[src/common/bubl_pkg.sv]
package bubl_pkg;

    ////////////////////////////////////////
    // Bus widths

    localparam int work_aw = 13;       // 8 KB shared work RAM

    typedef logic [15:0]        cpu_addr_t;
    typedef logic [7:0]         cpu_data_t;
    typedef logic [17:0]        rom_addr_t;    // Byte address into main program ROM
    typedef logic [2:0]         bank_t;
    typedef logic [work_aw-1:0] work_addr_t;
    typedef logic [14:0]        sub_rom_addr_t;

    ////////////////////////////////////////
    // Memory map

    localparam cpu_data_t unmapped_data = 8'hff;

    // Banked ROM window, page = bank + offset
    localparam logic [3:0] bank_offset = 4'd2;
    localparam bank_t      bank_xor    = 3'd4;

    // Compared against the top address bits of each window
    localparam logic [2:0] vram_page  = 3'b110;           // C000-DFFF, addr[15:13]
    localparam logic [2:0] work_page  = 3'b111;           // E000-..., addr[15:13]
    localparam logic [6:0] pal_page   = 7'b1111_100;      // F800-F9FF, addr[15:9]
    localparam logic [8:0] sound_page = 9'b1111_1010_0;   // FA00-FA7F, addr[15:7]
    localparam logic [9:0] nmi_page   = 10'b1111_1011_00; // FB00-FB3F, addr[15:6]
    localparam logic [9:0] misc_page  = 10'b1111_1011_01; // FB40-FB7F, addr[15:6]

    ////////////////////////////////////////
    // Register fields

    // Misc control byte
    localparam int ctrl_sub_rst_bit = 4;
    localparam int ctrl_black_bit   = 6;
    localparam int ctrl_flip_bit    = 7;

    // Sound window, low two address bits
    localparam logic [1:0] snd_latch_ofs = 2'd0;
    localparam logic [1:0] snd_reset_ofs = 2'd3;

endpackage

[src/hw/bubl_read_mux.sv]
`timescale 1ns/1ps

module bubl_read_mux (
    input  logic                clk24,
    input  logic                main_rom_cs,
    input  logic                vram_cs,
    input  logic                pal_cs,
    input  logic                work_cs,
    input  logic                sound_cs,
    input  bubl_pkg::cpu_addr_t main_addr,
    input  bubl_pkg::cpu_data_t main_rom_data,
    input  bubl_pkg::cpu_data_t vram_dout,
    input  bubl_pkg::cpu_data_t pal_dout,
    input  bubl_pkg::cpu_data_t work2main,
    input  bubl_pkg::cpu_data_t main_latch,
    input  logic                main_flag,
    input  logic                snd_flag,
    input  logic                sub_rom_cs,
    input  logic                sub_work_cs,
    input  bubl_pkg::cpu_data_t sub_rom_data,
    input  bubl_pkg::cpu_data_t work2sub,
    output bubl_pkg::cpu_data_t main_din,
    output bubl_pkg::cpu_data_t sub_din
);
    import bubl_pkg::*;

    cpu_data_t snd_rd;

    // Odd address gives the status byte
    assign snd_rd = main_addr[0] ? {6'h3f, main_flag, snd_flag} : main_latch;

    always_ff @(posedge clk24) begin
        if (main_rom_cs)  main_din <= main_rom_data;
        else if (vram_cs) main_din <= vram_dout;
        else if (pal_cs)  main_din <= pal_dout;
        else if (work_cs) main_din <= work2main;
        else if (sound_cs) main_din <= snd_rd;
        else main_din <= unmapped_data;  // Includes the old MCU window

        if (sub_rom_cs)       sub_din <= sub_rom_data;
        else if (sub_work_cs) sub_din <= work2sub;
        else sub_din <= unmapped_data;
    end

endmodule

[config.mk]
export PLATFORM = sky130hd
export DESIGN_NAME = bubl_read_mux
export DESIGN_NICKNAME = d
export VERILOG_FILES = /design/src/common/bubl_pkg.sv /design/src/hw/bubl_read_mux.sv
export SDC_FILE = /design/constraint.sdc
export NUM_CORES = 1
export LEC_CHECK = 0
export BUFFER_PORTS_ARGS = -buffer_cell sky130_fd_sc_hd__buf_2
export CORE_ASPECT_RATIO = 0.75
export CORE_UTILIZATION = 32
export CTS_CLUSTER_DIAMETER = 80
export CTS_CLUSTER_SIZE = 25
export DETAILED_ROUTE_END_ITERATION = 8
export PLACE_DENSITY = 0.85
export SYNTH_ARGS = -nofsm -noshare
export SYNTH_HDL_FRONTEND = slang
export SYNTH_SLANG_ARGS = --single-unit
export TNS_END_PERCENT = 100
[constraint.sdc]
create_clock -name clk24 -period 1.3 [get_ports clk24]
set_clock_uncertainty 0.05 [all_clocks]
set_input_delay 0.195 -clock clk24 [delete_from_list [all_inputs] [get_ports clk24]]
set_output_delay 0.195 -clock clk24 [all_outputs]
set_load 0.1 [all_outputs]
Word-level counts from Yosys, hierarchy flattened --
Index checks and enable logic that the tools add are counted.
Storage, ports and cells: register bits after elaboration 16, input bits 82, output and inout port bits 16, logic and storage cells 10
Operators by class: muxes and demuxes 8
Operator list (number):
- two-way mux 8 bit | 8

Depth between registers and ports, before layout --
Gate-level depths: netlist of the first run.
word-level depth 6, gate-level depth with buffers 4, mapped depth without buffers 3

Worst setup path before layout of the first run --
Ideal clock, no wire load.
path type input port to flip-flop, from input port main_addr[0], to register main_din[2], setup time 0.133 ns, data arrival time 0.973 ns, required time 1.117 ns, setup slack 0.144 ns, stages 4, path buffers 1, cell sequence buf_6 -> or4b_1 -> o211ai_1 -> a31oi_1
Between the ends: longest elaborated chain between the ends 6
RTL lines:
- start: declaration | line bubl_read_mux.sv:10 | input bubl_pkg::cpu_addr_t main_addr,
- two-way mux 8 bit | line bubl_read_mux.sv:30 | assign snd_rd = main_addr[0] ? {6'h3f, main_flag, snd_flag} : main_latch;
- two-way mux 8 bit | line bubl_read_mux.sv:37 | else if (sound_cs) main_din <= snd_rd;
- two-way mux 8 bit | line bubl_read_mux.sv:36 | else if (work_cs) main_din <= work2main;
- two-way mux 8 bit | line bubl_read_mux.sv:35 | else if (pal_cs) main_din <= pal_dout;
- two-way mux 8 bit | line bubl_read_mux.sv:34 | else if (vram_cs) main_din <= vram_dout;
- two-way mux 8 bit | line bubl_read_mux.sv:33 | if (main_rom_cs) main_din <= main_rom_data;
- end signal: assignment | line bubl_read_mux.sv:33
- end signal: assignment | line bubl_read_mux.sv:34
- end signal: assignment | line bubl_read_mux.sv:35
- end: declaration | line bubl_read_mux.sv:22 | output bubl_pkg::cpu_data_t main_din,
Every way passes these cells.

Final worst setup path of the first run --
from register sub_din[2], to output port sub_din[2]
RTL lines:
- start: declaration | line bubl_read_mux.sv:23 | output bubl_pkg::cpu_data_t sub_din
- start signal: assignment | line bubl_read_mux.sv:40 | if (sub_rom_cs) sub_din <= sub_rom_data;
- start signal: assignment | line bubl_read_mux.sv:41 | else if (sub_work_cs) sub_din <= work2sub;
- start signal: assignment | line bubl_read_mux.sv:42 | else sub_din <= unmapped_data;
No word-level cell between the ends.

==> results of run 1 <==
-- per-stage QoR --
step                setup TNS, ps  power (W)  hold slack, ps  setup WS, ps  utilization [%]
floorplan                       0   0.000987             265           144                -
global placement                0    0.00114             359          7.69             52.5
detailed placement          -1.88    0.00114             361         -1.88             52.5
CTS                             0    0.00146            52.8          20.4             54.0
global route                    0    0.00155            57.5          2.91             55.5
finish                          0    0.00147            61.3          39.6             55.5
-- report_power, final --
part	switching (W)	internal, W	total, W
Combinational	0.000437	0.000170	0.000607
Clock	0.000149	0.000171	0.000320
Sequential	0.00000966	0.000534	0.000543
-- layer usage --
layer / up-vias / wire (um) / GRT usage [%]
met1: 427 / 1050 / 21.4
met3: 4 / 172 / 4.83
met5: - / 0 / 0
li1: 522 / - / -
met4: 0 / 40 / 8.18
met2: 39 / 1160 / 29.5
-- state kept, by name, indices dropped and copies added (netlist names) --
signal    flops
main_din      8
sub_din       8
-- cells in the final DEF, fill, tap and decap left out --
cell type,count
o22ai_1,5
a211oi_1,2
buf_4,1
nor2b_1,1
o31ai_1,1
nand2_1,7
o221ai_1,4
o21a_1,1
nor3b_1,1
a22o_1,1
clkbuf_4,17
buf_2,68
a31oi_1,7
dfxtp_1,16
nor2_1,9
and2_1,2
o211ai_1,5
nand2b_1,2
clkbuf_8,1
or2b_2,1
a21oi_1,9
and2b_2,2
nor4b_1,1
inv_1,12
or4b_1,5
-- kinds of logic (layout without fill, tap and decap cells) --
group                  Yosys count  after routing
AOI/OAI and AO/OA               35             35
buffers and inverters           16             99
DFF                             16             16
and+or+nand+nor                 31             31
-- cell type report --
class | instances | area, um^2
Sequential cell | 16 | 320
Clock buffer | 4 | 36.3
Inverter | 12 | 45.0
Fill cell | 251 | 1050
Multi-Input combinational cell | 66 | 415
Tap cell | 34 | 42.5
Timing Repair Buffer | 83 | 453
-- worst paths after layout --
path	startpoint	endpoint	slack [ps]
hold / removal	main_rom_data[1]	main_din[1]	60
setup / recovery	sub_din[2]	sub_din[2]	40
-- cell usage after synthesis --
cell / count / area (um^2)
and2b_2: 2 / 17.5
nor2b_1: 1 / 6.26
or2b_2: 1 / 8.76
o21a_1: 1 / 7.51
nor3b_1: 1 / 7.51
and2_1: 2 / 12.5
a21oi_1: 9 / 45.0
or4b_1: 5 / 50.1
nor2_1: 9 / 33.8
o211ai_1: 5 / 37.5
inv_1: 12 / 45.0
a31oi_1: 7 / 43.8
nor4b_1: 1 / 8.76
a211oi_1: 2 / 15.0
a22o_1: 1 / 8.76
nand2_1: 7 / 26.3
buf_6: 3 / 33.8
o22ai_1: 5 / 31.3
buf_2: 1 / 5.00
o31ai_1: 1 / 7.51
dfxtp_1: 16 / 320
nand2b_1: 2 / 12.5
o221ai_1: 4 / 35.0
==> summary by stage, run 1 <==
Run status
The flow ran to the end, and the final reports show no timing, DRC or antenna violations.

Logic synthesis
Summing the sequential cell areas from Yosys gives 39.1% of the chip area. The simple-gate area share of the yosys netlist is 22.4%. Yosys printed 0 warnings. In this run, distinct cell masters in the synthesized netlist total 23. Each instance of the synthesized netlist takes up on average 8.36 um^2. After Yosys synthesis, XOR and XNOR cells account for 0% of the synthesized area.

The mux share of post-synthesis cell area is 0%. The adder-cell area share of the yosys netlist is 0%. The cell count after synthesis came out at 98. In this run, synthesis produced a sequential element count of 16.

The synthesized net count is 180. By area, the combinational part of the netlist is dominated by compound AO/OA/AOI/OAI gates. The complex-gate fraction of the synthesized area is 28.2%.

The synthesized cell area is 820 um^2.

Placed design
The total cell area at the placement stage is 1240 um^2. The placer congestion estimate is 0.750. In this run, placement finished with an instance count of 211. The HPWL reported at the end of detailed placement is 2050 um. During placement, the flow inserted port buffers numbering 82.

Critical path
The critical path goes through buf_2. In this run the number of cells on the critical path is 1. The cell type group with the largest total delay on the critical path is buffers and inverters. STA puts the critical path data required time at 1050 ps. The count of buffer and inverter cells on the critical path is 1. The worst setup path is of the reg -> out kind. In this run the worst path has a maximum fanout of 1. The worst setup path is launched from a flop. The data arrival time of the critical path is 1020 ps. The worst setup path is captured at a primary output.

In this design, the stage delay of the slowest critical-path cell is 410 ps. The largest individual stage delay along the critical path comes from the cell buf_2.

Floorplanning
The floorplan step defined a core boundary enclosing 2360 um^2. The horizontal extent of the die is 60.4 um. 98 I/O pins were placed. In this run the core area contains 15 standard-cell rows. The die covers 2770 um^2. The effective utilization at floorplan is 34.7%. The vertical die dimension is 45.8 um.

STA
Setup repair after global routing left no endpoint under its margin. Timing would allow up to 793 MHz. The worst path uses 97.0% of the clock period. The number of failing hold endpoints at the final stage is 0. The max-slew violation total from the final report is 0.

The relative slew slack is 67.6%. The slew at the pin closest to its max-slew limit is 490 ps. The setup violation total in the final timing report is 0. The shortest period the worst path allows is 1260 ps.

Global routing
The initial antenna violation count came to 0. The number of global-route vias before repair came to 840. The pin count of the biggest net entering global routing is 12.

The aggregate global-route resource usage is 17.7%. The first-pass GRT wire length is 3470 um. The remaining global-route overflow is 0.

Cells and area
After the last flow step, the layout net total stands at 264. The share of cells above drive strength 1 is 49.7%. Once layout is complete, the cells apart from fillers number 215. The area growth from synthesis to layout is 60.2%. The antenna diode count is 0. The final design area excluding fillers is 1310 um^2.

Hold path
The path type of the worst min-delay path is in -> reg. The worst hold path passes through 3 cells.

CTS
The count of hold buffers inserted by post-cts repair is 0. The root buffer cell is clkbuf_4. The number of setup buffers added after CTS is 0. The clock input transition at the sequential cells of the worst setup and hold paths is 90 ps.

The clock buffer count from CTS is 3. In this run the number of H-tree levels came out at 1. Once the clock tree was built, the resizer swapped 0 gates to a different size.

The TritonCTS sink count is 16. The maximum number of buffers from clock root to sink is 2. The clock tree from TritonCTS is done.

Drt
The routed wire length per instance is 11.3 um. The total wire length after detailed routing is 2420 um. The first detailed-routing pass took 4 iterations. The number of nets still failing antenna checks after routing is 0. The DRC violation total after the first TritonRoute iteration is 11. The via count is 992.

The number of design rule violations left after detail routing is 0. The number of vias per cell is 4.61.

Power
The power density normalized to cell area is 1120 nW/um^2. The maximum VDD drop is 0.000697 V. The leakage component of the power is 0.675 nW.

Run
The tool flagged a number of max-cap violations equal to 0.
No activity file was read; power rests on OpenSTA's default activity.
==> run 2, diff against run 1 <==
--- a/config.mk
+++ b/config.mk
@@ -11,7 +11,7 @@
 export CTS_CLUSTER_DIAMETER = 80
 export CTS_CLUSTER_SIZE = 25
 export DETAILED_ROUTE_END_ITERATION = 8
-export PLACE_DENSITY = 0.85
+export PLACE_DENSITY = 0.82
 export SYNTH_ARGS = -nofsm -noshare
 export SYNTH_HDL_FRONTEND = slang
 export SYNTH_SLANG_ARGS = --single-unit
==> run 2 against run 1 <==
  * First-iteration DRC count is 45% higher
  * Hold slack gained 26 ps
  * Critical path type unchanged
  * Highest routed layer unchanged
  * Count of clock-buffer cells in the layout down 1
  * Maximum frequency increased by 0.78%
  * Via count is 0.81% higher
  * Combinational power rose by 5.1%
==> summary by stage, run 2 (synthesis results as in run 1) <==
Cells and area
The antenna diode count was 0 (unchanged). The area of the multi-input gates is 415 um^2 (unchanged). The library cell used most frequently in the layout, excluding fill and tap cells, is buf_2. The final net count was 265 (+0.38%). The fill cell total of the finished layout is 218 (-13%). The register cell area after layout is 320 um^2 (unchanged). The largest registers in the layout are main_din x8, sub_din x8. In the layout the commonest cells are 72 x buf_2, 16 x dfxtp_1, 12 x inv_1. Relative to the synthesized area, the layout overhead comes to 64.3%.

The share of cells above drive strength 1 was 49.7% (unchanged).

Global routing
The first-pass GRT wire length is 3550 um (+2.4%). The remaining global-route overflow came to 0 (unchanged). The number of global-route vias before repair is 848 (+0.95%). The pin count of the biggest net entering global routing is 12 (unchanged). The initial antenna violation count is 0 (unchanged). The aggregate global-route resource usage is 17.6% (-0.15 points).

Critical path
Among cell families on the critical path, the largest total delay comes from buffers and inverters. The type of element capturing the critical path is a primary output. The data arrival time of the critical path came to 1010 ps (about the same). The count of cell instances traversed by the critical path is 1 (unchanged). Traced cell by cell, the critical path runs through buf_2. The timing endpoint of the critical path is main_din[6]. The startpoint of the worst setup timing path is main_din[6]. The kind of start point of the critical path is a flop. The count of buffer and inverter cells on the critical path is 1 (unchanged). The critical path is of the reg -> out type.

The required time at the worst-slack endpoint is 1050 ps (about the same). The maximum fanout encountered on the critical timing path is 1 (unchanged). The worst-path cell with the longest stage delay is buf_2. The largest stage delay on the critical path is 420 ps (about the same).

STA
The portion of the clock cycle consumed by the worst path in the final layout is 96.2% (-0.75 points). Setup repair after global routing left no endpoint under its margin. The shortest period the worst path allows is 1250 ps (-9.75 ps). The slew at the pin closest to its max-slew limit is 498 ps (+7.76 ps).

The number of failing hold endpoints at the final stage is 0 (unchanged). The setup violation total in the final timing report is 0 (unchanged). The hold slack was 87.0 ps (+25.7 ps).

The max-slew violation total from the final report was 0 (unchanged). The slack of the critical path is 49.4 ps (+9.75 ps). The relative slew slack came to 67.0% (-0.51 points). The maximum frequency from static timing analysis is 800 MHz (+0.78%).

CTS
The clock buffer count from CTS came to 3 (unchanged). The number of setup buffers added after CTS was 0 (unchanged). The number of gates given a new drive strength after cts was 0 (unchanged). The root buffer cell is clkbuf_4. The clock input transition at the sequential cells of the worst setup and hold paths was 80 ps (about the same). The number of levels in the clock H-tree is 1 (unchanged). The maximum number of buffers from clock root to sink is 2 (unchanged). TritonCTS built the clock tree.

The TritonCTS sink count is 16 (unchanged). The count of hold buffers inserted by post-cts repair is 0 (unchanged).

Run
The count of maximum capacitance violations is 0 (unchanged).

Drt
The first-pass iteration count of the detailed router is 4 (unchanged). The routed wire length per instance is 10.8 um (-3.9%). The total wire length after detailed routing is 2330 um (-3.9%). The number of vias per cell came to 4.65 (+0.81%). The number of design rule violations left after detail routing is 0 (unchanged).

The number of nets still failing antenna checks after routing is 0 (unchanged). The via count came to 1000 (+0.81%). The DRC violation total after the first TritonRoute iteration is 16 (+5).

Floorplanning
The vertical die dimension is 45.8 um (unchanged). The area of the die is 2770 um^2 (unchanged). The effective utilization at floorplan is 34.7% (unchanged).

The number of top-level pins is 98 (unchanged). The core box area is 2360 um^2 (unchanged). The count of standard-cell rows is 15 (unchanged).

The horizontal extent of the die is 60.4 um (unchanged).

Power
The maximum VDD drop is 0.000341 V (-51%). The leakage component of the power is 0.690 nW (+2.2%). The power density normalized to cell area was 1060 nW/um^2 (-5.3%).

Placed design
The placer congestion estimate was 0.706 (-6.0%). The count of port buffers added during placement is 82 (unchanged). The placement-stage worst setup slack is -34.7 ps (-32.9 ps). The HPWL reported at the end of detailed placement is 2050 um (about the same).

Run status
The run finished with clean final reports.

Hold path
In this run the worst hold path is classified as in -> reg.
[run 2: power by group]
part / internal [W] / switching [W]
combinational: 0.000198 / 0.000439
clock: 0.000107 / 0.000132
sequential: 0.000534 / 0.0000159
[run 2: routing by layer]
| metal | track usage (%) | part of all wire, % |
|---|---|---|
| met4 | 5.45 | 0.73 |
| met5 | 0 | 0 |
| met1 | 22.0 | 45 |
| met2 | 29.9 | 47 |
| met3 | 4.26 | 6.8 |
[run 2: final cells by class]
class / count / share of cell area (%)
clock buffers: 3 / 1.67
inverters: 12 / 3.35
flip-flops and latches: 16 / 23.8
multi-input cells: 66 / 30.9
well taps: 34 / 3.16
repair buffers: 84 / 37.2
[run 2: how the worst min path moves through the flow]
stage                           startpoint          end  slack, ps  cells after the start
after global routing      main_rom_data[6]  main_din[6]         80                      2
after CTS                 main_rom_data[6]  main_din[6]         80                      2
after detailed placement  main_rom_data[6]  main_din[6]        370                      2
final                     main_rom_data[6]  main_din[6]         90                      2
after floorplan           main_rom_data[0]  main_din[0]        270                      2
after global placement    main_rom_data[0]  main_din[0]        370                      3
[run 2: metrics by stage]
stage | instance area [um^2] | TNS, ps | util, % | std cells | power, W
after global routing | 1350 | 0 | 56.9 | 215 | 0.00152
after CTS | 1330 | 0 | 56.3 | 215 | 0.00144
final | 1350 | 0 | 56.9 | 215 | 0.00143
after global placement | 1310 | 0 | 55.3 | 212 | 0.00119
after floorplan | 820 | 0 | - | 98 | 0.000987
after detailed placement | 1310 | -39.5 | 55.3 | 212 | 0.00119
==> run 3, diff against run 2 <==
--- a/config.mk
+++ b/config.mk
@@ -12,6 +12,7 @@
 export CTS_CLUSTER_SIZE = 25
 export DETAILED_ROUTE_END_ITERATION = 8
 export PLACE_DENSITY = 0.82
+export SETUP_SLACK_MARGIN = 0.1
 export SYNTH_ARGS = -nofsm -noshare
 export SYNTH_HDL_FRONTEND = slang
 export SYNTH_SLANG_ARGS = --single-unit
==> run 3 against run 2 <==
  * Sequential share of layout area is 0.26 points lower
  * Count of clock-buffer cells in the layout stayed put
  * Global-route usage is 0.24 points higher
  * Final area is 1.1% higher
  * Sequential power hardly changed
  * Critical path depth stayed put
  * First-iteration DRC count is 13% lower
  * Largest power group unchanged
  * Routed wire length is 0.30% higher
  * Largest cell class unchanged
==> summary by stage, run 3 (synthesis results as in run 1) <==
Global routing
The aggregate global-route resource usage is 17.8% (+0.24 points). The pin count of the biggest net entering global routing is 12 (unchanged). The initial antenna violation count was 0 (unchanged). The first-pass GRT wire length is 3620 um (+1.9%). The number of global-route vias before repair was 866 (+2.1%). The remaining global-route overflow is 0 (unchanged).

Drt
The number of vias per cell is 4.67 (+0.30%). The number of nets still failing antenna checks after routing is 0 (unchanged). The via count is 1003 (+0.30%). The total wire length after detailed routing came to 2340 um (+0.30%).

The number of design rule violations left after detail routing came to 0 (unchanged). The routed wire length per instance is 10.9 um (+0.30%). The first-pass iteration count of the detailed router came to 4 (unchanged). The DRC violation total after the first TritonRoute iteration is 14 (-2).

CTS
The maximum number of buffers from clock root to sink is 2 (unchanged). The count of hold buffers inserted by post-cts repair is 0 (unchanged). The tree is rooted in a clkbuf_4. The number of setup buffers added after CTS was 0 (unchanged). The number of levels in the clock H-tree is 1 (unchanged). The clock input transition at the sequential cells of the worst setup and hold paths is 80 ps (about the same). The clock tree from TritonCTS is done.

The clock buffer count from CTS is 3 (unchanged). The TritonCTS sink count was 16 (unchanged).

Floorplanning
The vertical die dimension was 45.8 um (unchanged). The area of the die came to 2770 um^2 (unchanged). The horizontal extent of the die came to 60.4 um (unchanged). The count of standard-cell rows is 15 (unchanged). The number of top-level pins is 98 (unchanged). The effective utilization at floorplan is 34.7% (unchanged). The core box area is 2360 um^2 (unchanged).

Cells and area
The final net count was 265 (unchanged). The synthesis-to-layout area growth is 66.1%. The share of cells above drive strength 1 is 49.7% (unchanged). Leaving out fill and tap cells, the most frequent cell in the layout is buf_2. In the final layout, the registers with the most flip-flops are main_din x8, sub_din x8. The antenna diode count was 0 (unchanged).

The area of the multi-input gates is 415 um^2 (unchanged). The library cells used most frequently in the layout, excluding fill and tap cells, are 66 x buf_2, 16 x dfxtp_1, 14 x buf_4, 12 x inv_1. The register cell area after layout came to 320 um^2 (unchanged). The post-route non-filler standard cell count is 215 (unchanged). The fill cell total of the finished layout is 218 (unchanged).

Critical path
The worst setup path is of the reg -> out kind. The data arrival time of the critical path is 870 ps (-140 ps). Traced cell by cell, the critical path runs through buf_4. The required time at the worst-slack endpoint is 1050 ps (about the same). The type of element capturing the critical path is a primary output. The maximum fanout encountered on the critical timing path is 1 (unchanged). The count of cell instances traversed by the critical path is 1 (unchanged). The most critical setup path has its endpoint at main_din[6]. The largest stage delay on the critical path was 320 ps (-100 ps).

The cell family contributing the most delay on the critical path is flip-flops. The count of buffer and inverter cells on the critical path was 1 (unchanged). Tracing the worst setup path back leads to its startpoint at main_din[6]. The worst-path cell with the longest stage delay is dfxtp_1. The kind of start point of the critical path is a flop.

Placed design
The number of instances in the placed design is 212 (unchanged). The placement-stage worst setup slack is -34.7 ps (unchanged). The placer congestion estimate came to 0.706 (unchanged). The count of port buffers added during placement is 82 (unchanged). The HPWL reported at the end of detailed placement is 2050 um (unchanged).

STA
The maximum frequency from static timing analysis came to 896 MHz (+12%). The relative slew slack is 81.2% (+14 points). The max-slew violation total from the final report came to 0 (unchanged). The slew at the pin closest to its max-slew limit is 281 ps (-217 ps).

The slack of the critical path was 184 ps (+135 ps). The hold slack came to 87.0 ps (-0.0373 ps). The portion of the clock cycle consumed by the worst path in the final layout is 85.8% (-10 points). The shortest period the worst path allows is 1120 ps (-135 ps). The number of failing hold endpoints at the final stage was 0 (unchanged). Setup repair after global routing left no endpoint under its margin. The setup violation total in the final timing report is 0 (unchanged).

Power
The power density normalized to cell area came to 1060 nW/um^2 (-0.23%). The total power is 0.00144 W (+0.88%). The maximum VDD drop is 0.000350 V (+2.5%). The leakage component of the power is 0.697 nW (+0.99%).

Hold path
The path type of the worst min-delay path is in -> reg.

Run
The count of maximum capacitance violations is 0 (unchanged).

Run status
The run finished with clean final reports.
==> run 3: cell count changes in the layout (fill, tap and decap cells not counted) <==
cell / change
buf_4: +12
buf_2: -6
clkbuf_4: -6
==> run 3: repair_timing <==
| action | 4_1_cts | 5_1_grt |
|---|---|---|
| hold endpoints to repair | 0 | 0 |
| resized for setup | 12 | 0 |
| setup endpoints to repair | 12 | 0 |
==> run 3: through the flow <==
step                TNS, ps  instance area (um^2)  util (%)
global placement          0                  1310      55.3
detailed placement    -39.5                  1310      55.3
global route              0                  1360      57.6
finish                    0                  1360      57.6
CTS                       0                  1360      57.6
floorplan                 0                   820         -
==> run 3: worst min-delay path by stage <==
stage / startpoint / to / slack, ps / depth (start not counted)
after global placement: main_rom_data[0] / main_din[0] / 370 / 3
final: main_rom_data[6] / main_din[6] / 90 / 2
after global routing: main_rom_data[6] / main_din[6] / 80 / 2
after CTS: main_rom_data[6] / main_din[6] / 80 / 2
after floorplan: main_rom_data[0] / main_din[0] / 270 / 2
after detailed placement: main_rom_data[6] / main_din[6] / 370 / 2
==> run 3: per-layer routing <==
layer	global-route usage, %	vias up	share of wire (%)
met1	22.2	426	45
met4	5.45	0	0.73
li1	-	523	-
met3	4.26	2	7.3
met5	0	-	0
met2	30.5	52	47
==> run 3: final cells by class <==
cell class,instances,area share (%)
flip-flops and latches,16,23.5
inverters,12,3.31
repair buffers,84,37.9
multi-input cells,66,30.5
well taps,34,3.12
clock buffers,3,1.65
==> run 3: report_power, final <==
part | internal, W | switching [W] | total [W]
Combinational | 0.000210 | 0.000439 | 0.000649
Sequential | 0.000534 | 0.0000171 | 0.000551
Clock | 0.000107 | 0.000132 | 0.000240
Total | 0.000851 | 0.000589 | 0.00144
